## config.mk

```make
export PLATFORM = sky130hd
export DESIGN_NAME = execute_stage
export DESIGN_NICKNAME = d
export VERILOG_FILES = /design/src/rv_isa_pkg.sv /design/src/pipe_pkg.sv /design/src/execute_stage.sv
export SDC_FILE = /design/constraint.sdc
export NUM_CORES = 1
export LEC_CHECK = 0
export BUFFER_PORTS_ARGS = -buffer_cell sky130_fd_sc_hd__buf_2
export CORE_AREA = 2 2 196 198
export DETAILED_ROUTE_END_ITERATION = 7
export DIE_AREA = 0 0 198 200
export PLACE_DENSITY_LB_ADDON = 0.05
export SLEW_MARGIN = 40
export SYNTH_ARGS = -nofsm -noshare
export SYNTH_HDL_FRONTEND = slang
export SYNTH_SLANG_ARGS = --single-unit
```

## constraint.sdc

```tcl
create_clock -name vclk -period 6.91
set_clock_uncertainty 0.05 [all_clocks]
set_input_delay 0 -clock vclk [all_inputs]
set_output_delay 0 -clock vclk [all_outputs]
set_load 0.05 [all_outputs]
```

## src/rv_isa_pkg.sv

```systemverilog
/*
 * RV64I subset ISA definitions
 * Data and instruction widths, major opcodes, funct codes
 * and the ALU operation set of the integer pipeline
 */
`default_nettype none

package rv_isa_pkg;

   localparam int XLEN       = 64;
   localparam int INSTR_W    = 32;
   localparam int REG_ADDR_W = 5;

   typedef logic [XLEN-1:0]       xlen_t;
   typedef logic [INSTR_W-1:0]    instr_t;
   typedef logic [REG_ADDR_W-1:0] reg_addr_t;

   // Major opcodes
   localparam logic [6:0] OPC_OP     = 7'b0110011;
   localparam logic [6:0] OPC_OP_IMM = 7'b0010011;
   localparam logic [6:0] OPC_LOAD   = 7'b0000011;
   localparam logic [6:0] OPC_STORE  = 7'b0100011;

   localparam logic [2:0] F3_ADD_SUB = 3'b000; // add, sub, addi
   localparam logic [2:0] F3_XOR     = 3'b100;
   localparam logic [2:0] F3_OR      = 3'b110;
   localparam logic [2:0] F3_AND     = 3'b111;
   localparam logic [2:0] F3_DWORD   = 3'b011; // ld and sd

   localparam logic [6:0] F7_BASE = 7'b0000000;
   localparam logic [6:0] F7_SUB  = 7'b0100000;

   typedef enum logic [2:0] {
      ALU_ADD,
      ALU_SUB,
      ALU_AND,
      ALU_OR,
      ALU_XOR
   } alu_op_e;

endpackage

`default_nettype wire

```

## src/pipe_pkg.sv

```systemverilog
/*
 * Pipeline payload types
 * Control bundle, the stage-to-stage registers, the write-back
 * offer used for register write and forwarding, and the
 * external memory access request
 */
`default_nettype none

package pipe_pkg;

   // Selects how ALU control reads funct3/funct7
   typedef enum logic [1:0] {
      ALU_CLASS_MEM = 2'b00, // Address add for ld/sd, also the no-op value
      ALU_CLASS_REG = 2'b10,
      ALU_CLASS_IMM = 2'b11
   } alu_class_e;

   typedef struct packed {
      logic       reg_write;
      logic       mem_to_reg;
      logic       mem_read;
      logic       mem_write;
      logic       alu_src;   // Operand B from immediate
      alu_class_e alu_class;
   } ctrl_t;

   typedef struct packed {
      ctrl_t                 ctrl;
      rv_isa_pkg::xlen_t     rs1_data;
      rv_isa_pkg::xlen_t     rs2_data;
      rv_isa_pkg::xlen_t     imm;
      logic [2:0]            funct3;
      logic [6:0]            funct7;
      rv_isa_pkg::reg_addr_t rs1;
      rv_isa_pkg::reg_addr_t rs2;
      rv_isa_pkg::reg_addr_t rd;
   } id_ex_t;

   typedef struct packed {
      ctrl_t                 ctrl;
      rv_isa_pkg::xlen_t     alu_result;
      rv_isa_pkg::xlen_t     store_data;
      rv_isa_pkg::reg_addr_t rs2;
      rv_isa_pkg::reg_addr_t rd;
   } ex_mem_t;

   typedef struct packed {
      logic                  reg_write;
      logic                  mem_to_reg;
      logic                  mem_read;
      rv_isa_pkg::xlen_t     load_data;
      rv_isa_pkg::xlen_t     alu_result;
      rv_isa_pkg::reg_addr_t rd;
   } mem_wb_t;

   // One stage's write-back offer
   typedef struct packed {
      logic                  reg_write;
      rv_isa_pkg::reg_addr_t rd;
      rv_isa_pkg::xlen_t     data;
   } wb_port_t;

   typedef struct packed {
      rv_isa_pkg::xlen_t addr;  // Byte address
      logic              wen;
      logic              ren;
      rv_isa_pkg::xlen_t wdata; // Instruction memory takes the low word
   } ext_mem_req_t;

endpackage

`default_nettype wire

```

## src/execute_stage.sv

```systemverilog
/*
 * Execute stage
 * Operand forwarding from MEM and WB, operand B select,
 * ALU control and the 64-bit ALU
 */
`timescale 1ns/1ps
`default_nettype none

module execute_stage (
   input  pipe_pkg::id_ex_t   id_ex,
   input  pipe_pkg::wb_port_t mem_fwd,
   input  pipe_pkg::wb_port_t wb_fwd,
   output pipe_pkg::ex_mem_t  ex_mem
);

   import rv_isa_pkg::*;
   import pipe_pkg::*;

   xlen_t   op_a;
   xlen_t   rs2_fwd;
   xlen_t   op_b;
   xlen_t   result;
   alu_op_e alu_op;

   // Newest producer first, x0 never forwards
   function automatic xlen_t fwd_value(reg_addr_t rs, xlen_t rf_val,
                                       wb_port_t m, wb_port_t w);
      if (rs == '0) begin
         return rf_val;
      end
      if (m.reg_write && m.rd == rs) begin
         return m.data;
      end
      if (w.reg_write && w.rd == rs) begin
         return w.data;
      end
      return rf_val;
   endfunction

   assign op_a    = fwd_value(id_ex.rs1, id_ex.rs1_data, mem_fwd, wb_fwd);
   assign rs2_fwd = fwd_value(id_ex.rs2, id_ex.rs2_data, mem_fwd, wb_fwd);
   assign op_b    = id_ex.ctrl.alu_src ? id_ex.imm : rs2_fwd;

   always_comb begin
      alu_op = ALU_ADD; // addi and the ld/sd base plus offset
      if (id_ex.ctrl.alu_class == ALU_CLASS_REG) begin
         case (id_ex.funct3)
            F3_ADD_SUB: alu_op = (id_ex.funct7 == F7_SUB) ? ALU_SUB : ALU_ADD;
            F3_XOR:     alu_op = ALU_XOR;
            F3_OR:      alu_op = ALU_OR;
            F3_AND:     alu_op = ALU_AND;
            default:    alu_op = ALU_ADD;
         endcase
      end
   end

   always_comb begin
      case (alu_op)
         ALU_ADD: result = op_a + op_b;
         ALU_SUB: result = op_a - op_b;
         ALU_AND: result = op_a & op_b;
         ALU_OR:  result = op_a | op_b;
         ALU_XOR: result = op_a ^ op_b;
         default: result = '0;
      endcase
   end

   always_comb begin
      ex_mem.ctrl       = id_ex.ctrl;
      ex_mem.alu_result = result;
      ex_mem.store_data = rs2_fwd; // Forwarded, not the raw regfile value
      ex_mem.rs2        = id_ex.rs2;
      ex_mem.rd         = id_ex.rd;
   end

endmodule

`default_nettype wire

```

==> flow_results.org, run 1 <==
** Status
- Run status :: finished clean

** Min path
- The tightest min-delay check is of the primary input to output port type.

** Synth
- Of the synthesized area, sequential elements account for 0.
- Of the total synthesized cell area, the portion taken by full adders, half adders and majority gates is 0.195.
- Most area-hungry cell type in the Yosys netlist :: sky130_fd_sc_hd__ha_1
- Of the total synthesized cell area, the portion taken by XOR and XNOR cells is 0.101.
- Of the total synthesized cell area, the portion taken by AND, OR, NAND and NOR gates is 0.185.
- Distinct cells, synth :: 90
- Share of synthesized area spent on multiplexers :: 0.0229
- Area share of the largest cell type after synthesis :: 0.194
- Mean area per synthesized cell :: 6.82 sq um
- Number of instances in the synthesized netlist :: 1,826
- Warning count from the yosys run :: 0
- Synthesized netlist net count :: 2,384
- Synth area leaders :: sky130_fd_sc_hd__ha_1 19%, sky130_fd_sc_hd__xnor2_1 7.5%, sky130_fd_sc_hd__a21oi_1 6.3%
- Synth Area in Compound Gates :: 0.387
- After synthesis, the largest family of logic cells by area is compound AO/OA/AOI/OAI gates.
- Combined area of all synthesized cells :: 12,500 sq um

** Floorplanning
- The die is 198 microns wide.
- Core area :: 37,400 sq um
- The initialized floorplan defines 71 standard-cell rows.
- The floorplan step defined a die boundary enclosing 39,600 sq um.
- The initial utilization of the core area, before any placement, comes to 0.333.
- Die height :: 200 microns
- Number of top-level pins :: 509

** Timing
- Final-layout worst hold slack :: 0.279 ns
- Final Max Tran Viols :: 0
- For the pin with the worst max-slew slack, the measured transition is 0.831 ns.
- Of the available clock period, the critical path in the final layout requires 0.939.
- Highest achievable clock rate :: 154 MHz
- Worst Slack Setup Final :: 0.420 ns
- Remaining max-slew budget at the tightest pin :: 0.446
- The smallest clock period supported by the final layout is computed as 6.49 ns.
- Final Hold Viols :: 0
- Final setup violation count :: 0

** Final layout
- Multi-input gate area in the final layout :: 11,300 sq um
- Leaving out fill and tap cells, the most frequent cell in the layout is sky130_fd_sc_hd__buf_2.
- Fill cells in the final layout number 4,074.
- The sequential cells in the finished layout cover a total of 0 sq um.
- Of the cells placed in the final design, the portion with a size suffix greater than 1 is 0.301.
- # clk buffers :: 0
- In the finished design the tool counted flip-flops and latches totalling 0.
- Net count reported at finish :: 2,852
- Final cell utilization of the core :: 0.435
- The library cells used most frequently in the layout, excluding fill and tap cells, are 473 x sky130_fd_sc_hd__buf_2, 193 x sky130_fd_sc_hd__ha_1, 164 x sky130_fd_sc_hd__inv_1.
- The area growth from synthesis to layout is 30.7%.

** Global routing
- GRT Util Overall :: 0.340
- Leftover overflow at the end of global routing :: 0
- The via count of the first global-routing pass is 15,887.
- The number of antenna violations at the first check in global routing was 7.
- The first global-routing pass estimated 102 mm of wire.
- Entering global routing, the biggest net connects 68 pins.

** Critical path
- The number of buffers and inverters on the critical path is 6.
- CP max stage cell :: sky130_fd_sc_hd__ha_1
- Data arrives at the worst endpoint at 6.44 ns.
- The critical path in this run is classified as primary input to output port.
- Data required, critical path :: 6.86 ns
- Most frequent cell on the critical path :: sky130_fd_sc_hd__buf_4
- The worst setup path is launched from a primary input.
- Worst Path Max Fanout :: 8
- Longest individual stage delay on the worst path :: 0.41 ns
- In this design, the largest share of critical-path delay is due to compound AO/OA/AOI/OAI gates.
- STA classifies the critical path endpoint as an output port.

** Pwr
- The analysis attributes to cell leakage a power of 7.77 nW.
- The design draws 0.00236 W.
- Clock power frac :: 0
- Relative contribution of combinational cells to total power :: 1.000
- Across the VDD grid, the largest voltage drop is 0.000146 V.
- Of the total power, the share spent switching nets is 0.666.
- The share of total power dissipated in sequential elements is 0.
- Internal power comes to 0.000789 W.
- In this run the power density over the cells is 145 nW/um^2.
- P_sw :: 0.00157 W

** Drt
- Total via count after detailed routing :: 16,607
- WL per Instance :: 25.6 microns
- Detailed-router iteration count before antenna repair :: 5
- The count of nets left with antenna violations once routing finished came out at 0.
- Number of vias per cell after detailed routing :: 5.91
- For this block, the initial DRC count from the detailed router was 1,193.
- After detailed routing, the number of remaining DRC violations is 0.
- For this block, the routed nets add up to 71.8 mm of wire.

** Placement
- Worst Setup Slack post-DPL :: -0.0669 ns
- Final weighted congestion in routability-driven placement :: 0.995
- Sum of net half-perimeters after detailed placement :: 58.5 mm
- Buffers placed on the I/O ports in this run total 491.

** Job
- Max capacitance violation total :: 0
==> metal layers <==
metal / track usage / part of all wire / vias to the layer above
met5: 0 / 0.00014 / -
met3: 0.0412 / 0.069 / 104
li1: - / - / 7677
met1: 0.436 / 0.42 / 8074
met2: 0.600 / 0.48 / 750
met4: 0.0955 / 0.031 / 2
==> repair_timing <==
item                                    CTS  global route
endpoints found under the hold margin     9             0
hold buffers                              9             0
gates resized for setup                   3            28
endpoints found under the setup margin    5            17
pin swaps                                 1             5
buffers inserted                          2             7
==> Yosys cell counts (8+ instances only) <==
cell type,n
sky130_fd_sc_hd__a21oi_1,158
sky130_fd_sc_hd__buf_4,20
sky130_fd_sc_hd__nor2b_1,8
sky130_fd_sc_hd__nand3_1,45
sky130_fd_sc_hd__o21a_1,15
sky130_fd_sc_hd__o21ai_1,14
sky130_fd_sc_hd__o21ai_0,69
sky130_fd_sc_hd__buf_6,11
sky130_fd_sc_hd__o22ai_1,93
sky130_fd_sc_hd__a22o_1,13
sky130_fd_sc_hd__a41oi_1,9
sky130_fd_sc_hd__nand4_1,15
sky130_fd_sc_hd__buf_2,18
sky130_fd_sc_hd__xor2_1,36
sky130_fd_sc_hd__a21o_1,39
sky130_fd_sc_hd__ha_1,193
sky130_fd_sc_hd__and2_1,10
sky130_fd_sc_hd__and3_1,18
sky130_fd_sc_hd__o221ai_1,60
sky130_fd_sc_hd__nand2_1,150
sky130_fd_sc_hd__nand2b_1,16
sky130_fd_sc_hd__buf_1,20
sky130_fd_sc_hd__and4_1,13
sky130_fd_sc_hd__o22a_1,74
sky130_fd_sc_hd__o21bai_1,9
sky130_fd_sc_hd__o31ai_1,12
sky130_fd_sc_hd__clkbuf_1,78
sky130_fd_sc_hd__nor2_1,120
sky130_fd_sc_hd__nor4_1,8
sky130_fd_sc_hd__inv_1,165
sky130_fd_sc_hd__xnor2_1,107
sky130_fd_sc_hd__o2bb2ai_1,10
sky130_fd_sc_hd__a22oi_1,13
sky130_fd_sc_hd__mux2i_1,19
sky130_fd_sc_hd__a31oi_1,28
sky130_fd_sc_hd__nor3_1,14
==> power groups by stage <==
stage	combinational (W)	sequential (W)	clock (W)
2_1_floorplan	0.00152	0	0
3_3_place_gp	0.00231	0	0
3_5_place_dp	0.00231	0	0
4_1_cts	0.00233	0	0
5_1_grt	0.00251	0	0.0000000000581
6_report	0.00236	0	0.0000000000197
==> path summary, 6_finish.rpt <==
path,from,endpoint,depth (start not counted)
setup / recovery,id_ex[5],ex_mem[130],30
hold / removal,id_ex[218],ex_mem[139],2
==> stage by stage <==
stage          instances  instance area [sq um]  TNS [ns]
2_1_floorplan       1826                  12500         0
3_3_place_gp        2785                  15900    -0.432
3_5_place_dp        2785                  16000    -0.123
4_1_cts             2796                  16100         0
5_1_grt             2806                  16300  -0.00777
6_report            2809                  16300         0
==> logic make-up after synthesis <==
| family | count (synthesis) |
|---|---|
| mux | 24 |
| xor+xnor | 143 |
| compound gates | 690 |
| fa+ha+maj | 194 |
| simple gates | 460 |
| buf+inv | 315 |
==> area by class of cell <==
type,instances,area share
well taps,511,0.0393
repair buffers,613,0.225
inverters,168,0.0387
multi-input cells,1511,0.696
diodes,6,0.000922
Power figures use the tool's default switching activity.
==> run 2, diff against run 1 <==
--- a/config.mk
+++ b/config.mk
@@ -6,9 +6,9 @@
 export NUM_CORES = 1
 export LEC_CHECK = 0
 export BUFFER_PORTS_ARGS = -buffer_cell sky130_fd_sc_hd__buf_2
-export CORE_AREA = 2 2 196 198
+export CORE_AREA = 4 4 198 200
 export DETAILED_ROUTE_END_ITERATION = 7
-export DIE_AREA = 0 0 198 200
+export DIE_AREA = 0 0 202 204
 export PLACE_DENSITY_LB_ADDON = 0.05
 export SLEW_MARGIN = 40
 export SYNTH_ARGS = -nofsm -noshare
==> run 2 against run 1 <==
Net effect: total power rose by 2.4%; die area increased by 4.1%; combinational power is 3% higher; sequential cell count unchanged; critical path type unchanged; critical endpoint is now ex_mem[134]; largest cell class unchanged.
==> flow_results.org, run 2 (same netlist as run 1, synthesis figures left out) <==
** Timing
- The time the final worst path needs with I/O delays and setup was 6.53 ns (+0.0437 ns).
- The final setup violation count came to 0 (unchanged).
- Final-layout worst hold slack :: 0.276 ns (-0.00369 ns)
- Transition time at the pin with the least slew margin :: 0.833 ns (+0.00258 ns)
- Setup repair after global routing left no endpoint under its margin.
- Final Max Tran Viols :: 0 (unchanged)
- The worst setup margin was 0.376 ns (-0.0437 ns).
- The aggregate negative setup slack came to 0 ns (unchanged).
- Highest achievable clock rate :: 153 MHz (-0.67%)
- Remaining max-slew budget at the tightest pin :: 0.444 (-0.00172)
- Final Hold Viols :: 0 (unchanged)
- Tcrit/Tclk final :: 0.946 (+0.00633)

** Final layout
- The share of layout cells above drive strength 1 was 0.302 (about the same).
- Multi-input gate area in the final layout :: 11,300 sq um (-0.55%)
- Register area :: 0 sq um (unchanged)
- # clk buffers :: 0 (unchanged)
- From synthesis to final layout, the design area changed by 31.8%.
- Net count reported at finish :: 2,861 (+0.32%)
- Commonest cells after routing, fill and taps aside :: 467 x sky130_fd_sc_hd__buf_2, 192 x sky130_fd_sc_hd__ha_1, 164 x sky130_fd_sc_hd__inv_1
- Most common library cell in the layout ignoring fill and taps :: sky130_fd_sc_hd__buf_2
- The final cell count without fillers came to 2,818 (+0.32%).
- The fill cell total of the finished layout came to 4,025 (-1.2%).
- Number of flip-flops and latches :: 0 (unchanged)
- The final cell utilization of the core was 0.439 (+0.00368).

** Floorplanning
- The site row count is 71 (unchanged).
- The number of top-level design ports came to 509 (unchanged).
- The die area is 41,200 sq um (+4.1%).
- The horizontal die dimension came to 202 microns (+2.0%).
- The area of the core came to 37,400 sq um (unchanged).
- Initial core utilization :: 0.333 (unchanged)
- The die span in y came to 204 microns (+2.0%).

** Min path
- Instance count along the most critical hold path :: 2 (unchanged)
- The worst hold path terminates at ex_mem[138].
- Path class of the lowest-slack min-delay path :: primary input to output port
- The worst hold path begins at id_ex[217].

** Critical path
- CP max stage cell :: sky130_fd_sc_hd__or3_4
- Category of the worst setup path launch point :: primary input
- STA classifies the critical path endpoint as an output port.
- The required time at the worst-slack endpoint was 6.86 ns (about the same).
- Worst Path Max Fanout :: 7 (-1)
- The critical path is of the primary input to output port type.
- Endpoint arrival time on the critical path :: 6.48 ns (+0.04 ns)
- The longest individual stage delay on the worst path is 0.43 ns (+0.02 ns).

** Placement
- Port-buffer cells :: 491 (unchanged)
- The number of cells in the design after placement was 2,800 (+0.54%).
- Sum of net half-perimeters after detailed placement :: 60.0 mm (+2.5%)
- The routability-driven placement congestion ratio is 0.938 (-5.7%).
- The post-placement worst setup slack came to 0.180 ns (+0.247 ns).

** Global routing
- The number of antenna violations at the first check in global routing came to 8 (+1).
- GRT Util Overall :: 0.328 (-0.0126)
- Global-route wire length before repair :: 105 mm (+3.5%)
- Leftover overflow at the end of global routing :: 0 (unchanged)
- The via count of the first global-routing pass was 16,134 (+1.6%).
- The largest net degree at the start of global routing was 73 (+7.4%).

** Drt
- Detailed-route wire length on metal 1 :: 31.1 mm (+3.4%)
- In this run the top signal layer used is met5.
- The number of remaining DRC errors is 0 (unchanged).
- Detailed router's first-iteration violation count :: 1,481 (+24%)
- The total iterations of the first detailed-routing run was 6 (+1).
- Routed length on met3 :: 4.75 mm (-4.2%)
- The vias per cell was 5.88 (-0.54%).
- The residual antenna-violating net count after detailed routing was 0 (unchanged).
- The routed length per placed instance came to 25.8 microns (+1.0%).
- Total detailed-routing wirelength :: 72.7 mm (+1.4%)
- Total via count after detailed routing :: 16,571 (-0.22%)
- Met2 WL post-DR :: 34.7 mm (+0.63%)

** Pwr
- The peak supply drop came to 0.000122 V (-17%).
- Leak :: 7.85 nW (+0.97%)
- Power density over the cells :: 147 nW/um^2 (+1.5%)

** Status
- The flow ran to the end, and the final reports show no timing, DRC or antenna violations.

** Job
- The number of max-cap violations came to 0 (unchanged).
run 2: cell types whose count changed in the layout (fill, tap and decap cells not counted), sizes merged:
cell,delta
clkbuf,-2
buf,+11
run 2: area by class of cell:
cell class	instances	area share
Antenna cell	6	0.000915
Multi-Input combinational cell	1511	0.687
Tap cell	511	0.0389
Inverter	168	0.0384
Timing Repair Buffer	622	0.235
run 2: timing repair:
item,4_1_cts,5_1_grt
hold endpoints to repair,9,0
setup endpoints to repair,0,13
buffers inserted,0,3
hold buffers,9,0
resized for setup,0,19
run 2: worst max-delay path by stage:
stage / depth (start not counted) / start / end
final: 29 / id_ex[7] / ex_mem[134]
after detailed placement: 31 / id_ex[6] / ex_mem[134]
after floorplan: 29 / id_ex[219] / ex_mem[136]
after global placement: 32 / id_ex[6] / ex_mem[135]
after CTS: 31 / id_ex[6] / ex_mem[134]
after global routing: 32 / id_ex[7] / ex_mem[135]
run 2: metal layers:
metal,GRT usage,vias to the layer above
met5,0,-
met4,0.0771,4
met3,0.0382,101
met2,0.571,753
met1,0.434,8007
li1,-,7706
run 2: critical path, delay by kind of cell:
family	cells	cell delay [ns]
compound gates	12	2.54
xor+xnor	3	0.63
fa+ha+maj	1	0.32
buf+inv	4	0.81
simple gates	9	2.17
run 2: through the flow:
step / area [sq um] / total power (W)
floorplan: 12500 / 0.00152
global placement: 16200 / 0.00237
detailed placement: 16200 / 0.00237
CTS: 16300 / 0.00240
global route: 16400 / 0.00256
finish: 16400 / 0.00242
run 2: power by group:
part	switching, W	internal [W]
Clock	0	0.000000000117
Sequential	0	0
Combinational	0.00158	0.000840
Total	0.00158	0.000840
